<file path="config.mk">
export PLATFORM = sky130hd
export DESIGN_NAME = fpCtrlUnit
export DESIGN_NICKNAME = d
export VERILOG_FILES = /design/src/design/fpCtrlPkg.sv /design/src/design/fpStageReg.sv /design/src/design/fpDecode.sv /design/src/design/fpExecute.sv /design/src/design/fpCsr.sv /design/src/design/fpCtrlUnit.sv
export SDC_FILE = /design/constraint.sdc
export NUM_CORES = 1
export LEC_CHECK = 0
export BUFFER_PORTS_ARGS = -buffer_cell sky130_fd_sc_hd__buf_2
export CORE_UTILIZATION = 58
export DETAILED_ROUTE_END_ITERATION = 12
export HOLD_SLACK_MARGIN = 0.03
export PLACE_DENSITY = 0.86
export SYNTH_ARGS = -nofsm -noshare
export SYNTH_HDL_FRONTEND = slang
export SYNTH_SLANG_ARGS = --single-unit
</file>
<file path="constraint.sdc">
create_clock -name phi1 -period 8.2 [get_ports phi1]
set_clock_uncertainty 0.2 [all_clocks]
set_input_delay 2.05 -clock phi1 [delete_from_list [all_inputs] [get_ports phi1]]
set_output_delay 2.05 -clock phi1 [all_outputs]
set_load 0.01 [all_outputs]
</file>
<file path="src/design/fpCtrlPkg.sv">
`default_nettype none

package fpCtrlPkg;

    // Instruction field positions
    localparam int OPCODE_HI = 31;
    localparam int OPCODE_LO = 26;
    localparam int FMT_HI    = 24;
    localparam int FMT_LO    = 21;
    localparam int FUNC_HI   = 5;
    localparam int FUNC_LO   = 0;

    localparam logic [5:0] COP1 = 6'h11;  // FP opcode

    // Function codes
    localparam logic [5:0] FN_ADD  = 6'h00;
    localparam logic [5:0] FN_SUB  = 6'h01;
    localparam logic [5:0] FN_MUL  = 6'h02;
    localparam logic [5:0] FN_DIV  = 6'h03;
    localparam logic [5:0] FN_ABS  = 6'h05;
    localparam logic [5:0] FN_MOV  = 6'h06;
    localparam logic [5:0] FN_NEG  = 6'h07;
    localparam logic [5:0] FN_CVTS = 6'h20;
    localparam logic [5:0] FN_CVTD = 6'h21;
    localparam logic [5:0] FN_CVTW = 6'h24;
    localparam logic [1:0] FN_CMP_HI = 2'b11;  // Bits 5:4 of any compare

    // Format codes
    localparam logic [3:0] FMT_SINGLE = 4'h0;
    localparam logic [3:0] FMT_DOUBLE = 4'h1;
    localparam logic [3:0] FMT_FIXED  = 4'h4;

    typedef enum logic [2:0] {
        NONE,
        MOV,
        ABS,
        NEG,
        CMP,
        ARITH,   // Add, sub, mul, div handled off this block
        UNIM
    } fpOp_t;

    // Bit 5 unimplemented, then invalid, divZero, overflow, underflow, inexact
    typedef logic [5:0] fpExc_t;

    localparam int EXC_UNIM = 5;
    localparam int EXC_INV  = 4;

    // CSR layout
    localparam int CSR_FLAGS_LO = 2;
    localparam int CSR_FLAGS_HI = 6;
    localparam int CSR_EN_LO    = 7;
    localparam int CSR_EN_HI    = 11;
    localparam int CSR_CAUSE_LO = 12;
    localparam int CSR_CAUSE_HI = 17;
    localparam int CSR_COND     = 23;

    typedef struct packed {
        logic [63:0] result;
        fpExc_t      exc;
        logic        cond;
    } exPayload_t;

    typedef struct packed {
        logic [63:0] result;
        fpExc_t      exc;
        logic        cond;
    } memPayload_t;

endpackage

`default_nettype wire

</file>
<file path="src/design/fpStageReg.sv">
`timescale 1ns/1ps
`default_nettype none

module fpStageReg #(
    parameter type payload_t = logic [7:0]
) (
    input  wire logic     phi1,
    input  wire logic     arstN,
    input  wire logic     stall,
    input  wire logic     validIn,
    input  wire payload_t dataIn,
    output logic          validOut,
    output payload_t      dataOut
);

    always_ff @(posedge phi1 or negedge arstN) begin
        if (!arstN) begin
            validOut <= 1'b0;
        end else if (!stall) begin
            validOut <= validIn;
        end
    end

    // Payload is qualified by validOut
    always_ff @(posedge phi1) begin
        if (!stall) begin
            dataOut <= dataIn;
        end
    end

    holdOnStall: assert property (@(posedge phi1) disable iff (!arstN)
        stall |=> $stable(validOut));

endmodule

`default_nettype wire

</file>
<file path="src/design/fpDecode.sv">
`timescale 1ns/1ps
`default_nettype none

module fpDecode import fpCtrlPkg::*; (
    input  wire logic        phi1,
    input  wire logic        arstN,
    input  wire logic        stall,
    input  wire logic [31:0] instr,
    input  wire logic        instrValid,
    input  wire logic [63:0] opAIn,
    input  wire logic [63:0] opBIn,
    output fpOp_t            opClass,
    output logic [3:0]       cmpCond,
    output logic             opIsAdd,
    output logic             opIsSub,
    output logic             opIsMul,
    output logic             opIsDiv,
    output logic             opIsAbs,
    output logic             opIsMov,
    output logic             opIsNeg,
    output logic             opIsCmp,
    output logic             fmtSingle,
    output logic             fmtDouble,
    output logic             fmtFixed,
    output logic             exValid,
    output logic [63:0]      opA,
    output logic [63:0]      opB
);

    logic       accept;
    logic [5:0] func;
    logic [3:0] fmt;
    logic       isCmp;
    logic       fmtKnown;
    fpOp_t      classNext;

    assign func     = instr[FUNC_HI:FUNC_LO];
    assign fmt      = instr[FMT_HI:FMT_LO];
    assign accept   = instrValid && (instr[OPCODE_HI:OPCODE_LO] == COP1);
    assign isCmp    = (func[5:4] == FN_CMP_HI);
    assign fmtKnown = (fmt == FMT_SINGLE) || (fmt == FMT_DOUBLE) || (fmt == FMT_FIXED);

    always_comb begin
        if (isCmp) begin
            classNext = CMP;
        end else begin
            case (func)
                FN_ADD, FN_SUB, FN_MUL, FN_DIV: classNext = ARITH;
                FN_ABS: classNext = ABS;
                FN_MOV: classNext = MOV;
                FN_NEG: classNext = NEG;
                default: classNext = UNIM;  // Converts and unknown codes
            endcase
        end
        if (!fmtKnown) begin
            classNext = UNIM;
        end
    end

    // Control flops
    always_ff @(posedge phi1 or negedge arstN) begin
        if (!arstN) begin
            exValid   <= 1'b0;
            opClass   <= NONE;
            opIsAdd   <= 1'b0;
            opIsSub   <= 1'b0;
            opIsMul   <= 1'b0;
            opIsDiv   <= 1'b0;
            opIsAbs   <= 1'b0;
            opIsMov   <= 1'b0;
            opIsNeg   <= 1'b0;
            opIsCmp   <= 1'b0;
            fmtSingle <= 1'b0;
            fmtDouble <= 1'b0;
            fmtFixed  <= 1'b0;
        end else if (!stall) begin
            exValid   <= accept;
            opClass   <= accept ? classNext : NONE;
            opIsAdd   <= accept && (func == FN_ADD);
            opIsSub   <= accept && (func == FN_SUB);
            opIsMul   <= accept && (func == FN_MUL);
            opIsDiv   <= accept && (func == FN_DIV);
            opIsAbs   <= accept && (func == FN_ABS);
            opIsMov   <= accept && (func == FN_MOV);
            opIsNeg   <= accept && (func == FN_NEG);
            opIsCmp   <= accept && isCmp;
            fmtSingle <= accept && (fmt == FMT_SINGLE);
            fmtDouble <= accept && (fmt == FMT_DOUBLE);
            fmtFixed  <= accept && (fmt == FMT_FIXED);
        end
    end

    // Operands and compare condition
    always_ff @(posedge phi1) begin
        if (!stall) begin
            cmpCond <= func[3:0];
            opA     <= opAIn;
            opB     <= opBIn;
        end
    end

    onlyOneOp: assert property (@(posedge phi1) disable iff (!arstN)
        $onehot0({opIsAdd, opIsSub, opIsMul, opIsDiv, opIsAbs, opIsMov, opIsNeg, opIsCmp}));

endmodule

`default_nettype wire

</file>
<file path="src/design/fpExecute.sv">
`timescale 1ns/1ps
`default_nettype none

module fpExecute import fpCtrlPkg::*; (
    input  wire logic        exValid,
    input  wire fpOp_t       opClass,
    input  wire logic [3:0]  cmpCond,
    input  wire logic        fmtDouble,
    input  wire logic [63:0] opA,
    input  wire logic [63:0] opB,
    output exPayload_t       exOut
);

    logic        signA;
    logic        signB;
    logic [62:0] magA;
    logic [62:0] magB;
    logic        nanA;
    logic        nanB;
    logic        unord;
    logic        eq;
    logic        lt;
    logic        cond;
    logic [63:0] srcA;
    logic [63:0] signMask;

    // Single sits in the low word of each operand
    always_comb begin
        if (fmtDouble) begin
            signA    = opA[63];
            signB    = opB[63];
            magA     = opA[62:0];
            magB     = opB[62:0];
            nanA     = (&opA[62:52]) && (|opA[51:0]);
            nanB     = (&opB[62:52]) && (|opB[51:0]);
            srcA     = opA;
            signMask = 64'h8000_0000_0000_0000;
        end else begin
            signA    = opA[31];
            signB    = opB[31];
            magA     = {32'b0, opA[30:0]};
            magB     = {32'b0, opB[30:0]};
            nanA     = (&opA[30:23]) && (|opA[22:0]);
            nanB     = (&opB[30:23]) && (|opB[22:0]);
            srcA     = {32'b0, opA[31:0]};
            signMask = 64'h0000_0000_8000_0000;
        end
    end

    // Sign-magnitude relation
    always_comb begin
        unord = nanA || nanB;
        eq    = 1'b0;
        lt    = 1'b0;
        if (!unord) begin
            if (magA == 63'd0 && magB == 63'd0) begin
                eq = 1'b1;  // +0 == -0
            end else if (signA != signB) begin
                lt = signA;
            end else if (magA == magB) begin
                eq = 1'b1;
            end else begin
                lt = signA ? (magA > magB) : (magA < magB);
            end
        end
        cond = |({lt, eq, unord} & cmpCond[2:0]);
    end

    always_comb begin
        exOut = '0;
        if (exValid) begin
            case (opClass)
                MOV: exOut.result = srcA;
                ABS: exOut.result = srcA & ~signMask;
                NEG: exOut.result = srcA ^ signMask;
                CMP: begin
                    exOut.cond          = cond;
                    exOut.exc[EXC_INV]  = unord && cmpCond[3];  // Signalling compare
                end
                ARITH, UNIM: exOut.exc[EXC_UNIM] = 1'b1;
                default: exOut = '0;
            endcase
        end
    end

endmodule

`default_nettype wire

</file>
<file path="src/design/fpCsr.sv">
`timescale 1ns/1ps
`default_nettype none

module fpCsr import fpCtrlPkg::*; (
    input  wire logic        phi1,
    input  wire logic        arstN,
    input  wire logic        stall,
    input  wire logic        wbValid,
    input  wire fpExc_t      wbExc,
    input  wire logic        wbCond,
    input  wire logic        csrWe,
    input  wire logic [31:0] csrWrData,
    output logic             fpTrap,
    output logic [31:0]      csr
);

    logic        retire;
    logic [31:0] csrNext;
    logic [4:0]  enabledHits;

    assign retire      = wbValid && !stall;
    assign enabledHits = wbExc[EXC_INV:0] & csr[CSR_EN_HI:CSR_EN_LO];

    // Unimplemented always traps, the rest only when enabled
    assign fpTrap = retire && (wbExc[EXC_UNIM] || (|enabledHits));

    always_comb begin
        csrNext = csrWe ? csrWrData : csr;
        if (retire) begin
            csrNext[CSR_CAUSE_HI:CSR_CAUSE_LO] = wbExc;
            csrNext[CSR_FLAGS_HI:CSR_FLAGS_LO] =
                csrNext[CSR_FLAGS_HI:CSR_FLAGS_LO] | wbExc[EXC_INV:0];  // Sticky
            csrNext[CSR_COND] = wbCond;
        end
    end

    always_ff @(posedge phi1 or negedge arstN) begin
        if (!arstN) begin
            csr <= 32'b0;
        end else begin
            csr <= csrNext;
        end
    end

    trapNeedsValid: assert property (@(posedge phi1) disable iff (!arstN)
        fpTrap |-> wbValid);

endmodule

`default_nettype wire

</file>
<file path="src/design/fpCtrlUnit.sv">
`timescale 1ns/1ps
`default_nettype none

module fpCtrlUnit import fpCtrlPkg::*; (
    input  wire logic        phi1,
    input  wire logic        arstN,
    input  wire logic [31:0] instr,
    input  wire logic        instrValid,
    input  wire logic [63:0] opA,
    input  wire logic [63:0] opB,
    input  wire logic        stall,
    input  wire logic        csrWe,
    input  wire logic [31:0] csrWrData,
    output logic             instrIsFp,
    output logic             opIsAdd,
    output logic             opIsSub,
    output logic             opIsMul,
    output logic             opIsDiv,
    output logic             opIsAbs,
    output logic             opIsMov,
    output logic             opIsNeg,
    output logic             opIsCmp,
    output logic             fmtSingle,
    output logic             fmtDouble,
    output logic             fmtFixed,
    output logic             resultValid,
    output logic [63:0]      result,
    output fpExc_t           resultExc,
    output logic             fpCond,
    output logic             fpTrap,
    output logic [31:0]      csr
);

    fpOp_t       opClass;
    logic [3:0]  cmpCond;
    logic        exValid;
    logic [63:0] opAEx;
    logic [63:0] opBEx;
    exPayload_t  exOut;
    logic        memValid;
    exPayload_t  memData;
    logic        wbValid;
    memPayload_t wbData;

    // Goes to the register file
    assign instrIsFp = (instr[OPCODE_HI:OPCODE_LO] == COP1);

    assign resultValid = wbValid && !stall;  // Nothing retires while frozen
    assign result      = wbData.result;
    assign resultExc   = wbData.exc;
    assign fpCond      = wbData.cond;

    fpDecode fpDecode_inst (
        .phi1(phi1), .arstN(arstN), .stall(stall),
        .instr(instr), .instrValid(instrValid),
        .opAIn(opA), .opBIn(opB),
        .opClass(opClass), .cmpCond(cmpCond),
        .opIsAdd(opIsAdd), .opIsSub(opIsSub), .opIsMul(opIsMul), .opIsDiv(opIsDiv),
        .opIsAbs(opIsAbs), .opIsMov(opIsMov), .opIsNeg(opIsNeg), .opIsCmp(opIsCmp),
        .fmtSingle(fmtSingle), .fmtDouble(fmtDouble), .fmtFixed(fmtFixed),
        .exValid(exValid), .opA(opAEx), .opB(opBEx)
    );

    fpExecute fpExecute_inst (
        .exValid(exValid), .opClass(opClass), .cmpCond(cmpCond),
        .fmtDouble(fmtDouble), .opA(opAEx), .opB(opBEx),
        .exOut(exOut)
    );

    // EX to MEM
    fpStageReg #(.payload_t(exPayload_t)) memStage_inst (
        .phi1(phi1), .arstN(arstN), .stall(stall),
        .validIn(exValid), .dataIn(exOut),
        .validOut(memValid), .dataOut(memData)
    );

    // MEM to WB
    fpStageReg #(.payload_t(memPayload_t)) wbStage_inst (
        .phi1(phi1), .arstN(arstN), .stall(stall),
        .validIn(memValid), .dataIn(memData),
        .validOut(wbValid), .dataOut(wbData)
    );

    fpCsr fpCsr_inst (
        .phi1(phi1), .arstN(arstN), .stall(stall),
        .wbValid(wbValid), .wbExc(wbData.exc), .wbCond(wbData.cond),
        .csrWe(csrWe), .csrWrData(csrWrData),
        .fpTrap(fpTrap), .csr(csr)
    );

endmodule

`default_nettype wire

</file>
# --- Word-level counts from Yosys, hierarchy flattened ---
# Cells that the tools add are included.
word_totals:
  reg_bits: 323
  in_bits: 197
  wordCells: 125
  output_inout_bits: 117
op_classes:
  n_reduce_logical: 43
  mux: 27
  bitwise: 6
  n_eq_ne: 18
  order_cmp: 2
ops:
  columns: ["op", "n"]
  rows:
  - ["64-bit one-hot mux with 3 select lines", 1]
  - ["64-bit 2-to-1 mux", 2]
  - ["63-bit zero test", 2]
  - ["63-bit 2-to-1 mux", 2]
  - ["52-bit OR reduction", 2]
  - ["64-bit AND", 1]
  - ["64-bit NOT", 1]
  - ["64-bit XOR", 1]
  - ["63-bit == test", 1]
  - ["63-bit greater-than comparator", 1]
  - ["63-bit less-than comparator", 1]
  - ["23-bit OR reduction", 2]
  - ["24-bit 2-to-1 mux", 1]
  - ["11-bit AND reduction", 2]
  - ["1-bit logical AND", 20]
  - ["6-bit by 3-bit == test with 1-bit output, second input constant", 3]
  - ["8-bit AND reduction", 2]
  - ["1-bit 2-to-1 mux", 15]
  - ["6-bit by 2-bit == test with 1-bit output, second input constant", 2]
  - ["3-bit one-hot mux with 4 select lines", 1]
  - ["3-bit == test, second input constant", 3]
  - ["3-bit 2-to-1 mux", 3]
  - ["3-bit by 2-bit == test with 1-bit output, second input constant", 2]
  - ["6-bit by 1-bit == test with 1-bit output, second input constant", 1]
  - ["21 further kinds", 24]

# --- Depth between registers and ports, before layout ---
# Gate-level depths: netlist of the first run.
logic_depth:
  ltp_word: 9
  ltp_mapped: 13
  mapped_depth_nobuf: 10

# --- By module ---
# Synthesis of the first run repeated with hierarchy kept, for this count alone.
hier_totals:
  hier_cells: 885
  area_unflattened_um2: 13321.5
by_module_without_submodules:
  columns: ["mod", "area_per_inst_um2", "cells_per_inst", "instances", "seq_area_each_um2"]
  rows:
  - ["fpDecode", 4664.5, 200, 1, 4339.2]
  - ["fpStageReg", 2175.8, 74, 2, 2157.1]
  - ["fpExecute", 2882.8, 447, 1, 0.0]
  - ["fpCsr", 1395.1, 87, 1, 800.8]
  - ["fpCtrlUnit", 27.5, 3, 1, 0.0]

# --- Worst setup path before layout of the first run ---
# Ideal clock, no wire load.
synth_path:
  kind: "input port to flip-flop"
  start: "input stall"
  end: "register fpDecode_inst.fmtDouble"
  stages: 6
  required_time_ns: 7.934
  path_buffers: 1
  arrival_ns: 8.989
  setup_slack_ns: -1.055
  path_cell_list: "clkbuf_1 > inv_1 > nand3_1 > or3_1 > nor2_1 > a22o_1"
synth_lines:
  columns: ["element", "line_no", "rtl"]
  rows:
  - ["start: declaration", "fpCtrlUnit.sv:11", "input wire logic stall,"]
  - ["end signal: assignment", "fpDecode.sv:88", "fmtDouble <= accept && (fmt == FMT_DOUBLE);"]
  - ["end: declaration", "fpDecode.sv:23", "output logic fmtDouble,"]

# --- Worst setup path in the final report of the first run ---
layout_path:
  start: "input stall"
  end: "output fpTrap"
layout_between:
  elab_chain_len: 3
layout_lines:
  columns: ["element", "line_no", "rtl"]
  rows:
  - ["1-bit zero test", null, null]
  - ["1-bit logical AND", "fpCsr.sv:21", "assign retire = wbValid && !stall;"]
  - ["1-bit logical AND", "fpCsr.sv:25", "assign fpTrap = retire && (wbExc[EXC_UNIM] || (|enabledHits));"]
  - ["end: declaration", "fpCtrlUnit.sv:30", "output logic fpTrap,"]
# No other way between the ends.

==> impl_metrics.toml, run 1 <==
[outcome]
status = "completed"

[yosys]
yosysWarnings = 0
synth_seq_cells = 315
seq_area_frac_synth = 0.715
async_flop_share = 0.156
synthFlopType = "edfxtp_1"
postSynthAreaPerCell_um2 = 15.1
synthDistinctLibCells = 61
synthCells = 855
syn_area_um2 = 12900
synth_edf_count = 266

[setup_path]
end_kind = "output pin"
start_kind = "input port"
crit_fanout = 19
cp_top_family = "simple AND/OR/NAND/NOR gates"
cp.arrival_ns = 3.24
crit_chain = "buf_2 > nor2b_1 > nor2b_1 > buf_2"
worst_path_max_delay_cell = "nor2b_1"
max_stage_delay_ns = 0.62
path_class = "in2out"
required_ns = 5.95
path_buf_inv = 2

[sta]
rsz0062_at_grt = "false"
tns_ns = 0
max_freq_ghz = 0.182
final.min_clock_period_ns = 5.49
fin_ws_ns = 2.71
slew_headroom = 0.156
setup_viol = 0
worst-slew-pin-transition_ns = 1.26
hold_ws_ns = 0.218
period_share = 0.670
drv_slew = 0
hold_viol_final = 0

[placement]
dp_hpwl_um = 19700
gp_congestion = 0.854
place_area_um2 = 14600
dpl.cell_count = 1405
io_buffers = 293
dp_slack_ns = 2.67

[pwr]
finalPower_mw = 3.47
clock_power_share = 0.387
power_switching_uw = 747
max-vdd-ir-drop_v = 0.000161
pwr-share-comb = 0.064
p_sw_frac = 0.215
cell_internal_pwr_mw = 2.73
p_seq_frac = 0.549
power_density_nw_per_um2 = 223
p_leak_nw = 6.63

[finish]
area_delta_synth_final_pct = 21.2
fin_util = 0.715
most-common-layout-cells = "buf_2, edfxtp_1, ha_1"
finalNetCount = 1416
layout-drive-gt1-share = 0.317
final_area_um2 = 15600
final_common_cell = "buf_2"
fin_cells = 1467
nFillCells = 1397

[job]
max-cap-violations = 0

[floorplanning]
initial_core_util = 0.590
rows = 54
die_x_um = 151
io_pins = 314
die_area_um2 = 22800
die_h_um = 151
core_area_um2 = 21800

[grt]
grt_max_degree = 190
antenna_found_initial = 3
overflow = 0
grt_first_pass_wirelength_um = 42700
grt_usage = 0.250
grt_pass1_vias = 8164

[clock_network]
clk_latency_ns = 0.54
clk_pin_slew_ns = 0.06
cts_resized = 0
post_cts_buffers = 0
cts-root-buf = "clkbuf_16"
ctsHoldBuffers = 0
cts_sinks = 315
clk_path_buf_depth = 3
h-tree-depth = 1
cts_buffers = 30
cts_tree = "yes"

[drt]
drt_wl_total_um = 28700
wl_per_cell_um = 19.6
drc = 0
highest_layer = "met4"
wirelength_met1_um = 11000
drt_iter0_markers = 523
viasPerCell = 5.66
dr.pass1.iters = 6
wl_met3_um = 2200
postRouteAntennaNets = 0
route.vias.total = 8310
dr_wl_met2_um = 14500

[worst_hold_path]
hold_class = "reg2reg"
==> power groups by stage <==
stage          logic [mW]  clock network (mW)  registers (mW)
6_report            0.223                1.34            1.91
5_1_grt             0.247                1.43            1.92
4_1_cts             0.225                1.37            1.91
3_5_place_dp        0.221                   0            1.94
3_3_place_gp        0.213                   0            1.93
2_1_floorplan      0.0950                   0            1.94
==> final cells by class <==
cell class                      instances  area, um^2  share of cell area
Multi-Input combinational cell        478        3420               0.219
Timing Repair Buffer                  296        1500              0.0962
Tap cell                              280         350              0.0224
Sequential cell                       315        9220               0.590
Clock buffer                           37         798              0.0511
Clock inverter                         16         163              0.0104
Antenna cell                            9        22.5             0.00144
Inverter                               36         139             0.00889
==> cells by family after synthesis <==
group	Yosys count	share of synthesized area
compound gates	89	0.0470
xor+xnor	6	0.00408
fa+ha+maj	62	0.0602
buf+inv	65	0.0207
flops	315	0.715
mux	37	0.0313
other cells	1	0.000291
simple gates	280	0.121
==> registers in the layout (all words and copies together) (netlist names), 3 cells and up <==
signal / flops
memStage_inst.dataOut: 67
fpDecode_inst.cmpCond: 4
fpDecode_inst.opClass: 3
fpDecode_inst.opB: 64
wbStage_inst.dataOut: 67
fpCsr_inst.csr: 32
fpDecode_inst.opA: 64
==> worst paths after layout <==
path / from / end / slack [ns] / depth (start not counted)
worst max-delay path: stall / fpTrap / 2.71 / 4
worst min-delay path: memStage_inst.dataOut[15]$_SDFFCE_PN0N_ / wbStage_inst.dataOut[15]$_DFFE_PN_ / 0.22 / 0
worst max register to register: fpDecode_inst.fmtDouble$_DFFE_PN0N_ / memStage_inst.dataOut[0]$_SDFFCE_PN0N_ / 4.38 / 10
worst min register to register: memStage_inst.dataOut[15]$_SDFFCE_PN0N_ / wbStage_inst.dataOut[15]$_DFFE_PN_ / 0.22 / 0
max in group asynchronous: arstN / fpDecode_inst.fmtDouble$_DFFE_PN0N_ / 5.61 / 1
min in group asynchronous: arstN / fpCsr_inst.csr[5]$_DFFE_PN0P_ / 1.50 / 1
==> synthesized netlist by cell type (19+ instances only) <==
cell / instances / area [um^2]
mux2_2: 24 / 270
inv_1: 36 / 135
nor2_1: 19 / 71.3
edfxtp_1: 266 / 7990
and2_1: 60 / 375
ha_1: 62 / 776
dfrtp_1: 49 / 1230
a21oi_1: 23 / 115
nor4_1: 30 / 188
nand2_1: 61 / 229
nand4_1: 29 / 181
clkbuf_1: 21 / 78.8
and3_1: 33 / 206
==> per-layer routing <==
metal,up-vias,track usage
met5,-,0
met4,0,0.0980
met3,73,0.0521
met2,375,0.439
met1,4000,0.302
li1,3862,-
No activity file was read; power rests on OpenSTA's default activity.
==> run 2: changes to the inputs <==
--- a/config.mk
+++ b/config.mk
@@ -6,10 +6,10 @@
 export NUM_CORES = 1
 export LEC_CHECK = 0
 export BUFFER_PORTS_ARGS = -buffer_cell sky130_fd_sc_hd__buf_2
-export CORE_UTILIZATION = 58
+export CORE_UTILIZATION = 53
 export DETAILED_ROUTE_END_ITERATION = 12
 export HOLD_SLACK_MARGIN = 0.03
-export PLACE_DENSITY = 0.86
+export PLACE_DENSITY = 0.79
 export SYNTH_ARGS = -nofsm -noshare
 export SYNTH_HDL_FRONTEND = slang
 export SYNTH_SLANG_ARGS = --single-unit
==> constraint.sdc (replaced) <==
create_clock -name phi1 -period 5.7 [get_ports phi1]
set_clock_uncertainty 0.2 [all_clocks]
set_input_delay 1.425 -clock phi1 [delete_from_list [all_inputs] [get_ports phi1]]
set_output_delay 1.425 -clock phi1 [all_outputs]
set_load 0.01 [all_outputs]
==> impl_metrics.toml, run 2 (synthesized netlist as in run 1, its figures left out) <==
[outcome]
status = "completed"

[grt]
grt_pass1_vias = 7860
antenna_found_initial = 7
grt_first_pass_wirelength_um = 40800
grt_max_degree = 67
overflow = 0
grt_usage = 0.218

[placement]
dp_slack_ns = 1.63
io_buffers = 293
dp_hpwl_um = 19900
dpl.cell_count = 1449
gp_congestion = 0.848

[floorplanning]
core_area_um2 = 23700
die_h_um = 158
io_pins = 314
rows = 56
die_area_um2 = 24900
die_x_um = 158
initial_core_util = 0.544

[setup_path]
max_stage_delay_ns = 0.53
worst_path_max_delay_cell = "or4b_1"
path_class = "in2out"
end_kind = "output pin"
required_ns = 4.07
crit_path_frequent_cell = "buf_2"
start_kind = "input port"
cp_top_family = "simple AND/OR/NAND/NOR gates"
cp.arrival_ns = 2.45
path_buf_inv = 2
crit_fanout = 3
crit_chain = "buf_2 > or4b_1 > nor3b_2 > buf_2"

[job]
max-cap-violations = 0

[drt]
drt_iter0_markers = 504
postRouteAntennaNets = 0
wl_met3_um = 1930
dr.pass1.iters = 5
highest_layer = "met5"
drt_wl_total_um = 28000
route.vias.total = 8190
wirelength_met1_um = 11400
viasPerCell = 5.42
dr_wl_met2_um = 13700
wl_per_cell_um = 18.5
drc = 0

[sta]
slew_headroom = 0.301
max_freq_ghz = 0.245
setup_viol = 0
fin_ws_ns = 1.62
final.min_clock_period_ns = 4.08
hold_viol_final = 0
rsz0062_at_grt = "false"
drv_slew = 0
period_share = 0.715
worst-slew-pin-transition_ns = 1.05
hold_ws_ns = 0.214
tns_ns = 0

[clock_network]
cts_resized = 0
clk_pin_slew_ns = 0.06
h-tree-depth = 1
clk_path_buf_depth = 3
cts_tree = "yes"
clk_latency_ns = 0.55
cts_sinks = 315
ctsHoldBuffers = 0
cts-root-buf = "clkbuf_16"
cts_buffers = 31
post_cts_buffers = 0

[pwr]
power_density_nw_per_um2 = 326
p_leak_nw = 6.70
max-vdd-ir-drop_v = 0.000250

[finish]
fin_cells = 1512
area_delta_synth_final_pct = 22.7
layout-drive-gt1-share = 0.320
finalNetCount = 1422
nFillCells = 1703
reg_top3 = "memStage_inst.dataOut (67), wbStage_inst.dataOut (67)"
fin_util = 0.668
final_common_cell = "buf_2"
most-common-layout-cells = "buf_2, edfxtp_1, ha_1"

[worst_hold_path]
hold_class = "reg2reg"
[run 2: per-layer routing]
layer  GRT usage  up-vias
li1            -     3866
met1       0.268     3937
met2       0.378      320
met3      0.0452       63
met4      0.0804        4
met5           0        -
[run 2: where the power goes]
part           switching [mW]  total [mW]  internal, mW
Sequential             0.0868        2.74          2.65
Clock                   0.824        2.09          1.27
Combinational           0.176       0.321         0.145
[run 2: final timing paths]
path | endpoint | startpoint | cells past startpoint | slack (ns)
worst max-delay path | instrIsFp | instr[29] | 4 | 1.62
worst min-delay path | wbStage_inst.dataOut[61]$_DFFE_PN_ | memStage_inst.dataOut[61]$_SDFFCE_PN0N_ | 0 | 0.21
worst max register to register | memStage_inst.dataOut[0]$_SDFFCE_PN0N_ | fpDecode_inst.fmtDouble$_DFFE_PN0N_ | 10 | 1.74
worst min register to register | wbStage_inst.dataOut[61]$_DFFE_PN_ | memStage_inst.dataOut[61]$_SDFFCE_PN0N_ | 0 | 0.21
max in group asynchronous | fpDecode_inst.fmtDouble$_DFFE_PN0N_ | arstN | 1 | 3.73
min in group asynchronous | fpDecode_inst.fmtFixed$_DFFE_PN0N_ | arstN | 1 | 0.87
[run 2: per-stage QoR]
stage          instance area, um^2  total power, mW
2_1_floorplan                12900             2.93
3_3_place_gp                 14700             3.09
3_5_place_dp                 14700             3.11
4_1_cts                      15800             5.19
5_1_grt                      15800             5.33
6_report                     15800             5.15
[run 2: area by class of cell]
| class | count | area (um^2) | share of cell area |
|---|---|---|---|
| Clock inverter | 20 | 256 | 0.0162 |
| Antenna cell | 6 | 15.0 | 0.000950 |
| Timing Repair Buffer | 301 | 1560 | 0.0989 |
| Tap cell | 319 | 399 | 0.0252 |
| Inverter | 36 | 139 | 0.00878 |
| Clock buffer | 37 | 798 | 0.0505 |
| Multi-Input combinational cell | 478 | 3420 | 0.217 |
| Sequential cell | 315 | 9220 | 0.583 |
[run 2: worst reg2reg max path, stage by stage, from the launching register on]
cell	delay (ns)
dfrtp_2	0.93
buf_4	0.48
nand2_1	0.11
ha_1	0.31
nand4_1	0.14
nor4_1	0.54
nand4_1	0.28
o31ai_1	0.31
nor3b_1	0.10
mux2i_1	0.18
a31oi_1	0.11
